**src/decode_defines.svh**
```systemverilog
`ifndef DECODE_DEFINES_SVH
`define DECODE_DEFINES_SVH

// Datapath
`define DATA_W      32
`define NUM_REGS    32
`define REG_IDX_W   5

// Instruction fields
`define OP_W        6
`define IMM_W       16
`define TARGET_W    26

`endif
```
**src/funct_pkg.sv**
```systemverilog
`include "decode_defines.svh"

package funct_pkg;

	// Arithmetic
	localparam logic [`OP_W-1:0] ADD   = 6'b100000;
	localparam logic [`OP_W-1:0] ADDU  = 6'b100001;
	localparam logic [`OP_W-1:0] SUB   = 6'b100010;
	localparam logic [`OP_W-1:0] SUBU  = 6'b100011;
	localparam logic [`OP_W-1:0] MULT  = 6'b011000; // Result to HI/LO
	localparam logic [`OP_W-1:0] MULTU = 6'b011001;
	localparam logic [`OP_W-1:0] DIV   = 6'b011010;
	localparam logic [`OP_W-1:0] DIVU  = 6'b011011;

	localparam logic [`OP_W-1:0] MFHI  = 6'b010000;
	localparam logic [`OP_W-1:0] MFLO  = 6'b010010;

	localparam logic [`OP_W-1:0] SLT   = 6'b101010;
	localparam logic [`OP_W-1:0] SLTU  = 6'b101011;

	// V forms take the shift amount from rs
	localparam logic [`OP_W-1:0] SLL   = 6'b000000;
	localparam logic [`OP_W-1:0] SLLV  = 6'b000100;
	localparam logic [`OP_W-1:0] SRL   = 6'b000010;
	localparam logic [`OP_W-1:0] SRLV  = 6'b000110;
	localparam logic [`OP_W-1:0] SRA   = 6'b000011;
	localparam logic [`OP_W-1:0] SRAV  = 6'b000111;

	localparam logic [`OP_W-1:0] AND   = 6'b100100;
	localparam logic [`OP_W-1:0] OR    = 6'b100101;
	localparam logic [`OP_W-1:0] XOR   = 6'b100110;
	localparam logic [`OP_W-1:0] NOR   = 6'b100111;

	localparam logic [`OP_W-1:0] JR    = 6'b001000;
	localparam logic [`OP_W-1:0] JALR  = 6'b001001;

	// Shares the SRL code but only under OP_SPECIAL2
	localparam logic [`OP_W-1:0] F_MUL = 6'b000010;

endpackage

```
**src/opcode_pkg.sv**
```systemverilog
`include "decode_defines.svh"

package opcode_pkg;

	// R view of the word
	typedef struct packed {
		logic [`OP_W-1:0]      opcode;
		logic [`REG_IDX_W-1:0] rs;
		logic [`REG_IDX_W-1:0] rt;
		logic [`REG_IDX_W-1:0] rd;
		logic [`REG_IDX_W-1:0] shamt;
		logic [`OP_W-1:0]      funct;
	} insn_r_t;

	typedef struct packed {
		logic [`OP_W-1:0]      opcode;
		logic [`REG_IDX_W-1:0] rs;
		logic [`REG_IDX_W-1:0] rt;
		logic [`IMM_W-1:0]     imm;
	} insn_i_t;

	typedef struct packed {
		logic [`OP_W-1:0]     opcode;
		logic [`TARGET_W-1:0] target;
	} insn_j_t;

	typedef union packed {
		insn_r_t r;
		insn_i_t i;
		insn_j_t j;
	} insn_t;

	localparam logic [`OP_W-1:0] OP_SPECIAL  = 6'b000000; // R-type group
	localparam logic [`OP_W-1:0] OP_SPECIAL2 = 6'b011100; // MUL lives here
	localparam logic [`OP_W-1:0] ADDI        = 6'b001000;
	localparam logic [`OP_W-1:0] ADDIU       = 6'b001001;
	localparam logic [`OP_W-1:0] SLTI        = 6'b001010;
	localparam logic [`OP_W-1:0] SLTIU       = 6'b001011;
	localparam logic [`OP_W-1:0] ORI         = 6'b001101;
	localparam logic [`OP_W-1:0] XORI        = 6'b001110;
	localparam logic [`OP_W-1:0] LW          = 6'b100011;
	localparam logic [`OP_W-1:0] SW          = 6'b101011;
	localparam logic [`OP_W-1:0] LB          = 6'b100000;
	localparam logic [`OP_W-1:0] LBU         = 6'b100100;
	localparam logic [`OP_W-1:0] SB          = 6'b101000;
	localparam logic [`OP_W-1:0] LUI         = 6'b001111; // No base register
	localparam logic [`OP_W-1:0] BEQ         = 6'b000100;
	localparam logic [`OP_W-1:0] BNE         = 6'b000101;
	localparam logic [`OP_W-1:0] BGTZ        = 6'b000111;
	localparam logic [`OP_W-1:0] J           = 6'b000010;
	localparam logic [`OP_W-1:0] JAL         = 6'b000011;

endpackage

```
**src/decode_top.sv**
```systemverilog
`timescale 1ns/1ps
`include "decode_defines.svh"

module decode_top (
	input  logic                      clock,
	input  logic                      rst_n,
	input  logic                      decode_en,
	input  logic                      we,
	input  logic [`DATA_W-1:0]        pc,
	input  logic [`DATA_W-1:0]        wdata,
	input  opcode_pkg::insn_t         insn,
	output logic [`OP_W-1:0]          opcode,
	output logic [`OP_W-1:0]          func,
	output logic [`OP_W-1:0]          alu_op,
	output logic [`REG_IDX_W-1:0]     rs,
	output logic [`REG_IDX_W-1:0]     rt,
	output logic [`REG_IDX_W-1:0]     rd,
	output logic [`REG_IDX_W-1:0]     sa,
	output logic [`DATA_W-1:0]        imm_sx,
	output logic [`DATA_W-1:0]        pc_q,
	output logic [`DATA_W-1:0]        insn_q,
	output logic [`DATA_W-1:0]        rs_data,
	output logic [`DATA_W-1:0]        rt_data,
	output logic [`TARGET_W-1:0]      target
);

	logic                  dec_known;
	logic [`OP_W-1:0]      dec_opcode;
	logic [`OP_W-1:0]      dec_func;
	logic [`OP_W-1:0]      dec_alu_op;
	logic [`REG_IDX_W-1:0] dec_rs;
	logic [`REG_IDX_W-1:0] dec_rt;
	logic [`REG_IDX_W-1:0] dec_rd;
	logic [`REG_IDX_W-1:0] dec_sa;
	logic [`REG_IDX_W-1:0] dec_dest;
	logic [`DATA_W-1:0]    dec_imm_sx;
	logic [`TARGET_W-1:0]  dec_target;
	logic [`REG_IDX_W-1:0] dest_q; // Write index for the register file

	insn_decoder u_insn_decoder (
		.insn   (insn),
		.known  (dec_known),
		.opcode (dec_opcode),
		.func   (dec_func),
		.alu_op (dec_alu_op),
		.rs     (dec_rs),
		.rt     (dec_rt),
		.rd     (dec_rd),
		.sa     (dec_sa),
		.dest   (dec_dest),
		.imm_sx (dec_imm_sx),
		.target (dec_target)
	);

	decode_stage_reg u_stage_reg (
		.clock     (clock),
		.rst_n     (rst_n),
		.decode_en (decode_en),
		.known     (dec_known),
		.pc        (pc),
		.insn      (insn),
		.opcode    (dec_opcode),
		.func      (dec_func),
		.alu_op    (dec_alu_op),
		.rs        (dec_rs),
		.rt        (dec_rt),
		.rd        (dec_rd),
		.sa        (dec_sa),
		.dest      (dec_dest),
		.imm_sx    (dec_imm_sx),
		.target    (dec_target),
		.pc_q      (pc_q),
		.insn_q    (insn_q),
		.opcode_q  (opcode),
		.func_q    (func),
		.alu_op_q  (alu_op),
		.rs_q      (rs),
		.rt_q      (rt),
		.rd_q      (rd),
		.sa_q      (sa),
		.dest_q    (dest_q),
		.imm_sx_q  (imm_sx),
		.target_q  (target)
	);

	reg_file u_reg_file (
		.clock   (clock),
		.rst_n   (rst_n),
		.we      (we),
		.rs      (rs),
		.rt      (rt),
		.dest    (dest_q),
		.wdata   (wdata),
		.rs_data (rs_data),
		.rt_data (rt_data)
	);

endmodule

```
**src/reg_file.sv**
```systemverilog
`timescale 1ns/1ps
`include "decode_defines.svh"

module reg_file (
	input  logic                      clock,
	input  logic                      rst_n,
	input  logic                      we,
	input  logic [`REG_IDX_W-1:0]     rs,
	input  logic [`REG_IDX_W-1:0]     rt,
	input  logic [`REG_IDX_W-1:0]     dest,
	input  logic [`DATA_W-1:0]        wdata,
	output logic [`DATA_W-1:0]        rs_data,
	output logic [`DATA_W-1:0]        rt_data
);

	logic [`DATA_W-1:0] regs [`NUM_REGS];

	always_ff @(posedge clock or negedge rst_n) begin
		if (!rst_n) begin
			for (int i = 0; i < `NUM_REGS; i++) begin
				regs[i] <= `DATA_W'(i); // Register i holds i
			end
		end else if (we) begin
			regs[dest] <= wdata;
		end
	end

	assign rs_data = regs[rs];
	assign rt_data = regs[rt];

	a_wdata_known: assert property (@(posedge clock) disable iff (!rst_n)
		we |-> !$isunknown(wdata))
		else $error("write with unknown wdata");

endmodule

```
**src/decode_stage_reg.sv**
```systemverilog
`timescale 1ns/1ps
`include "decode_defines.svh"

module decode_stage_reg (
	input  logic                      clock,
	input  logic                      rst_n,
	input  logic                      decode_en,
	input  logic                      known,
	input  logic [`DATA_W-1:0]        pc,
	input  opcode_pkg::insn_t         insn,
	input  logic [`OP_W-1:0]          opcode,
	input  logic [`OP_W-1:0]          func,
	input  logic [`OP_W-1:0]          alu_op,
	input  logic [`REG_IDX_W-1:0]     rs,
	input  logic [`REG_IDX_W-1:0]     rt,
	input  logic [`REG_IDX_W-1:0]     rd,
	input  logic [`REG_IDX_W-1:0]     sa,
	input  logic [`REG_IDX_W-1:0]     dest,
	input  logic [`DATA_W-1:0]        imm_sx,
	input  logic [`TARGET_W-1:0]      target,
	output logic [`DATA_W-1:0]        pc_q,
	output logic [`DATA_W-1:0]        insn_q,
	output logic [`OP_W-1:0]          opcode_q,
	output logic [`OP_W-1:0]          func_q,
	output logic [`OP_W-1:0]          alu_op_q,
	output logic [`REG_IDX_W-1:0]     rs_q,
	output logic [`REG_IDX_W-1:0]     rt_q,
	output logic [`REG_IDX_W-1:0]     rd_q,
	output logic [`REG_IDX_W-1:0]     sa_q,
	output logic [`REG_IDX_W-1:0]     dest_q,
	output logic [`DATA_W-1:0]        imm_sx_q,
	output logic [`TARGET_W-1:0]      target_q
);

	always_ff @(posedge clock or negedge rst_n) begin
		if (!rst_n) begin
			pc_q     <= '0;
			insn_q   <= '0;
			opcode_q <= '0;
			func_q   <= '0;
			alu_op_q <= '0; // Inactive ALU operation
			rs_q     <= '0;
			rt_q     <= '0;
			rd_q     <= '0;
			sa_q     <= '0;
			dest_q   <= '0;
			imm_sx_q <= '0;
			target_q <= '0;
		end else if (decode_en) begin
			pc_q   <= pc;
			insn_q <= insn;
			if (known) begin // Unknown words keep the last fields
				opcode_q <= opcode;
				func_q   <= func;
				alu_op_q <= alu_op;
				rs_q     <= rs;
				rt_q     <= rt;
				rd_q     <= rd;
				sa_q     <= sa;
				dest_q   <= dest;
				imm_sx_q <= imm_sx;
				target_q <= target;
			end
		end
	end

	a_insn_capture: assert property (@(posedge clock) disable iff (!rst_n)
		decode_en |=> (insn_q == $past(insn)))
		else $error("insn_q missed the enabled word");

	a_stall_hold: assert property (@(posedge clock) disable iff (!rst_n)
		!decode_en |=> $stable({pc_q, insn_q, opcode_q, func_q, alu_op_q, rs_q, rt_q,
			rd_q, sa_q, dest_q, imm_sx_q, target_q}))
		else $error("stage changed while decode_en low");

endmodule

```
**src/insn_decoder.sv**
```systemverilog
`timescale 1ns/1ps
`include "decode_defines.svh"

module insn_decoder (
	input  opcode_pkg::insn_t         insn,
	output logic                      known,
	output logic [`OP_W-1:0]          opcode,
	output logic [`OP_W-1:0]          func,
	output logic [`OP_W-1:0]          alu_op,
	output logic [`REG_IDX_W-1:0]     rs,
	output logic [`REG_IDX_W-1:0]     rt,
	output logic [`REG_IDX_W-1:0]     rd,
	output logic [`REG_IDX_W-1:0]     sa,
	output logic [`REG_IDX_W-1:0]     dest,
	output logic [`DATA_W-1:0]        imm_sx,
	output logic [`TARGET_W-1:0]      target
);
	import opcode_pkg::*;
	import funct_pkg::*;

	logic r_type;
	logic i_type;
	logic j_type;
	logic zero_rs;
	logic zero_rt;
	logic zero_rd;
	logic use_sa;

	// R-type classification and per-function zeroing
	always_comb begin
		r_type  = 1'b0;
		zero_rs = 1'b0;
		zero_rt = 1'b0;
		zero_rd = 1'b0;
		use_sa  = 1'b0;
		if (insn.r.opcode == OP_SPECIAL) begin
			case (insn.r.funct)
				ADD, ADDU, SUB, SUBU, SLT, SLTU, SLLV, SRLV, SRAV,
				AND, OR, XOR, NOR, JALR: begin
					r_type = 1'b1;
				end
				MULT, MULTU, DIV, DIVU: begin
					r_type  = 1'b1;
					zero_rd = 1'b1; // HI/LO destination
				end
				MFHI, MFLO: begin
					r_type  = 1'b1;
					zero_rs = 1'b1;
					zero_rt = 1'b1;
				end
				SLL, SRL, SRA: begin
					r_type  = 1'b1;
					zero_rs = 1'b1;
					use_sa  = 1'b1; // Immediate shift amount
				end
				JR: begin
					r_type  = 1'b1;
					zero_rt = 1'b1;
					zero_rd = 1'b1;
				end
				default: begin
					r_type = 1'b0;
				end
			endcase
		end else if (insn.r.opcode == OP_SPECIAL2) begin
			r_type = (insn.r.funct == F_MUL);
		end
	end

	always_comb begin
		case (insn.i.opcode)
			ADDI, ADDIU, SLTI, SLTIU, ORI, XORI, LW, SW, LB, LBU, SB, LUI,
			BEQ, BNE, BGTZ: i_type = 1'b1;
			default:        i_type = 1'b0;
		endcase
		j_type = (insn.j.opcode == J) || (insn.j.opcode == JAL);
	end

	// Unused fields read as zero
	always_comb begin
		known  = r_type | i_type | j_type;
		opcode = '0;
		func   = '0;
		alu_op = '0;
		rs     = '0;
		rt     = '0;
		rd     = '0;
		sa     = '0;
		dest   = '0;
		imm_sx = '0;
		target = '0;
		if (r_type) begin
			opcode = insn.r.opcode;
			func   = insn.r.funct;
			alu_op = insn.r.funct;
			rs     = zero_rs ? '0 : insn.r.rs;
			rt     = zero_rt ? '0 : insn.r.rt;
			rd     = zero_rd ? '0 : insn.r.rd;
			sa     = use_sa ? insn.r.shamt : '0;
			dest   = zero_rd ? '0 : insn.r.rd;
		end else if (i_type) begin
			opcode = insn.i.opcode;
			alu_op = insn.i.opcode;
			rs     = (insn.i.opcode == LUI) ? '0 : insn.i.rs;
			rt     = insn.i.rt;
			dest   = insn.i.rt; // Loads and ALU-imm write rt
			imm_sx = {{(`DATA_W-`IMM_W){insn.i.imm[`IMM_W-1]}}, insn.i.imm};
		end else if (j_type) begin
			opcode = insn.j.opcode;
			alu_op = insn.j.opcode;
			target = insn.j.target;
		end
	end

	// Sampled whenever the word changes
	a_jump_no_dest: assert property (@(insn)
		(known && (insn.j.opcode == J || insn.j.opcode == JAL)) |-> (dest == '0))
		else $error("jump decoded with nonzero dest");

endmodule

```
**config.mk**
```make
export PLATFORM = sky130hd
export DESIGN_NAME = decode_top
export DESIGN_NICKNAME = d
export VERILOG_FILES = /design/src/funct_pkg.sv /design/src/opcode_pkg.sv /design/src/decode_top.sv /design/src/reg_file.sv /design/src/decode_stage_reg.sv /design/src/insn_decoder.sv
export VERILOG_INCLUDE_DIRS = /design/src
export SDC_FILE = /design/constraint.sdc
export NUM_CORES = 2
export LEC_CHECK = 0
export BUFFER_PORTS_ARGS = -buffer_cell sky130_fd_sc_hd__buf_2
export CAP_MARGIN = 30
export CELL_PAD_IN_SITES_DETAIL_PLACEMENT = 1
export CELL_PAD_IN_SITES_GLOBAL_PLACEMENT = 1
export CORE_MARGIN = 5
export CORE_UTILIZATION = 50
export DETAILED_ROUTE_END_ITERATION = 10
export GPL_ROUTABILITY_DRIVEN = 0
export GPL_TIMING_DRIVEN = 0
export PLACE_DENSITY_LB_ADDON = 0.15
export RECOVER_POWER = 25
export SKIP_CTS_REPAIR_TIMING = 1
export SLEW_MARGIN = 20
export SYNTH_ARGS = -nofsm -noshare
export SYNTH_HDL_FRONTEND = slang
export SYNTH_SLANG_ARGS = --single-unit
```
**constraint.sdc**
```tcl
create_clock -name clock -period 3 [get_ports clock]
set_clock_uncertainty 0.05 [all_clocks]
set_input_delay 0.9 -clock clock [delete_from_list [all_inputs] [get_ports clock]]
set_output_delay 0.9 -clock clock [all_outputs]
set_load 0.01 [all_outputs]
```
==> impl_metrics.csv <==
group,metric,value,unit
power,finalPower,72.0,mW
synthesis,synth_xor_area_share,0,%
power,power_density,992,nW/um^2
critical_path,critPathSlowestCell,"dfrtp_2",
synthesis,yosysUniqueCellTypes,49,
min_path,hp-class,"in2async",
critical_path,required,2.05,ns
status,violations,"capacitance limit, slew limit, setup timing",
floorplan,pin_count,324,
run,cap_viol_max_count,2,
grt,gr-usage-all-layers,34.1,%
synthesis,synth_simple_gate_area_share,0.883,%
placed_design,io_buffers,320,
synthesis,synth-main-ff-cell,"dfrtp_1",
critical_path,worstSetupEndpointType,"primary output",
timing,rsz0062_at_grt,"yes",
clock_network,path_clk_slew,0.06,ns
layout,mostFrequentLayoutCell,"dfrtp_1",
synthesis,synthCells,3801,
detailed_routing,dr.pass1.iters,6,
critical_path,critPathKind,"reg2out",
power,leakage,31.6,nW
grt,grt_pass1_wl,313000,um
synthesis,synth.mux.area_fraction,43.6,%
detailed_routing,vias,40945,
detailed_routing,wl,227000,um
critical_path,critPathBufInv,4,
synthesis,async_flop_share,100,%
layout,syn_to_final_growth,20.5,%
synthesis,avgSynthCellArea,15.8,sq um
timing,slew_viol_final,253,
timing,finalCriticalPeriod,4.12,ns
power,p_int,47.2,mW
floorplan,die_h,357,um
timing,timing.final.ws_setup,-1.12,ns
timing,setup-violations-final,310,
layout,drive_above_1_share,60.2,%
clock_network,cts_buffers,136,
detailed_routing,antenna_left,0,
layout,mostFrequentLayoutCells,"dfrtp_1, mux2_2, mux4_2",
placed_design,hpwl,151000,um
power,ir_drop,0.706,mV
clock_network,htreeDepth,4,
clock_network,cts_root_buf,"clkbuf_16",
layout,final_util,60.6,%
timing,period_share,137,%
grt,grt_max_degree,131,
synthesis,synth_top_family_by_area,"multiplexers",
detailed_routing,vias_per_cell,6.71,
power,p_seq_share,37.2,%
critical_path,critPathTopFamily,"buffers and inverters",
critical_path,r2r_slack,-0.07,ns
power,power_frac_clock,23.7,%
critical_path,cp-start-kind,"flip-flop",
critical_path,crit_chain,"buf_6 > clkbuf_4 > buf_6 > mux2i_1 > a221oi_2 > buf_4",
synthesis,yosys-top-cells-area,"dfrtp_1, mux2_2, mux4_2",
synthesis,syn_area,60200,sq um
timing,worst_slew_pin_slew,1.91,ns
synthesis,synth_nets,3904,
synthesis,synth_compound_area_share,3.53,%
detailed_routing,wire_per_inst,37.3,um
critical_path,max_stage_delay,0.55,ns
clock_network,clkLatencyLatePin,0.77,ns
synthesis,synth-edff-count,0,
critical_path,crit_path_frequent_cell,"buf_6",
synthesis,yosysTopAreaCell,"dfrtp_1",
power,p_sw_share,34.5,%
synthesis,yosysSeqAreaShare,48.9,%
power,combinationalPowerShare,39.0,%
grt,first_global_vias,43644,
timing,hold_viol,0,
synthesis,synth-adder-area-share,0.0623,%
floorplan,core-area,120000,sq um
layout,finalNetCount,4487,
synthesis,synth_seq_cells,1173,
detailed_routing,drtIter0Drc,3890,
critical_path,cp_max_fo,10,
grt,grt_overflow,0,
clock_network,clockBufferDepth,3,
clock_network,numClockSinks,1173,
synthesis,synth.top_cell.area_share,45.4,%
timing,hold_ws,0.0163,ns
floorplan,std_cell_rows,127,
timing,max_freq,243,MHz
power,switchingPower,24.8,mW
floorplan,design.die.area,127000,sq um
status,outcome,"finished, violations left",
detailed_routing,drc,0,
floorplan,dieWidth,357,um
synthesis,synth_warnings,0,
timing,relSlewSlack,-27.0,%
floorplan,initial_utilization,50.3,%
critical_path,crit_arrival,3.17,ns
clock_network,cts_tree,"built",
grt,antenna_found_initial,9,
placed_design,dp_slack,-2.15,ns
==> cell type report <==
cell class,count,area [sq um]
inverters,15,56.3
plain buffers,411,2980
repair buffers,449,3470
fillers,10808,47200
well taps,1612,2020
multi-input cells,2198,30000
diodes,6,15.0
clock inverters,44,564
flip-flops and latches,1173,29500
clock buffers,196,3970
==> logic make-up (layout without fill, tap and decap cells) <==
| family | Yosys count | in the layout |
|---|---|---|
| mux | 1848 | 1848 |
| flops | 1173 | 1173 |
| buf+inv | 430 | 1115 |
| compound gates | 246 | 246 |
| simple gates | 101 | 101 |
| fa+ha+maj | 3 | 3 |
| other cells | 0 | 6 |
==> synth_stat cells, types with 4 or more instances <==
cell type  instances
and2_1             4
nand3b_1           6
nand2_1           29
a221o_1            6
mux4_2           512
buf_2             96
dfrtp_1         1093
nor2_1            26
clkbuf_1         219
inv_1             13
buf_1             82
mux2_2          1077
o2bb2ai_1          4
nand3_1            5
nor2b_1            6
mux2i_1          257
nor3_1             5
nor3b_1            5
dfstp_2           80
o21ai_0            9
buf_4             17
a32o_1            16
a221oi_1          65
a21o_1             9
a22o_1           122
==> metal layers <==
metal | routed length (um) | track usage, % | share of wire, % | vias to the layer above
li1 | - | - | - | 16003
met1 | 88200 | 44.7 | 39 | 22443
met2 | 109000 | 53.3 | 48 | 1971
met3 | 19800 | 10.2 | 8.7 | 524
met4 | 10400 | 14.7 | 4.6 | 4
met5 | 27 | 0 | 0.012 | -
==> power groups by stage <==
stage	Clock, mW	Sequential, mW	Combinational [mW]
2_1_floorplan	0	25.0	16.7
3_3_place_gp	0	25.9	23.3
3_5_place_dp	0	26.5	24.3
4_1_cts	17.2	26.3	24.4
5_1_grt	17.9	27.3	29.3
6_report	17.1	26.8	28.1
==> sequential cells by signal, indices dropped and copies added, names as in the netlist <==
signal and flops:
u_stage_reg.rd_q 5, u_stage_reg.pc_q 32, u_stage_reg.insn_q 32, u_stage_reg.sa_q 5
u_stage_reg.func_q 6, u_reg_file.regs 1024, u_stage_reg.rs_q 5, u_stage_reg.rt_q 5
u_stage_reg.target_q 26, u_stage_reg.alu_op_q 6, u_stage_reg.imm_sx_q 16, u_stage_reg.opcode_q 6
u_stage_reg.dest_q 5
==> stage by stage <==
stage	cells	area, sq um	TNS [ns]
finish	6104	72600	-137.65
CTS	6032	69300	-148.72
floorplan	3801	60200	0
detailed placement	5792	64700	-213.54
global route	6100	72600	-261.68
global placement	5733	63800	-
==> path summary, 6_finish.rpt <==
kind | start | end | cells past startpoint
min reg2reg | u_stage_reg.insn_q[9]$_DFFE_PN0P_ | u_stage_reg.insn_q[9]$_DFFE_PN0P_ | 1
max reg2reg | u_stage_reg.dest_q[2]$_DFFE_PN0P_ | u_reg_file.regs[582]$_DFFE_PN0P_ | 6
min | rst_n | u_reg_file.regs[455]$_DFFE_PN0P_ | 1
min in group clock | pc[22] | u_stage_reg.pc_q[22]$_DFFE_PN0P_ | 2
max | u_stage_reg.rs_q[3]$_DFFE_PN0P_ | rs_data[1] | 6
max in group asynchronous | rst_n | u_reg_file.regs[146]$_DFFE_PN0P_ | 5
No activity file was read; power rests on OpenSTA's default activity.
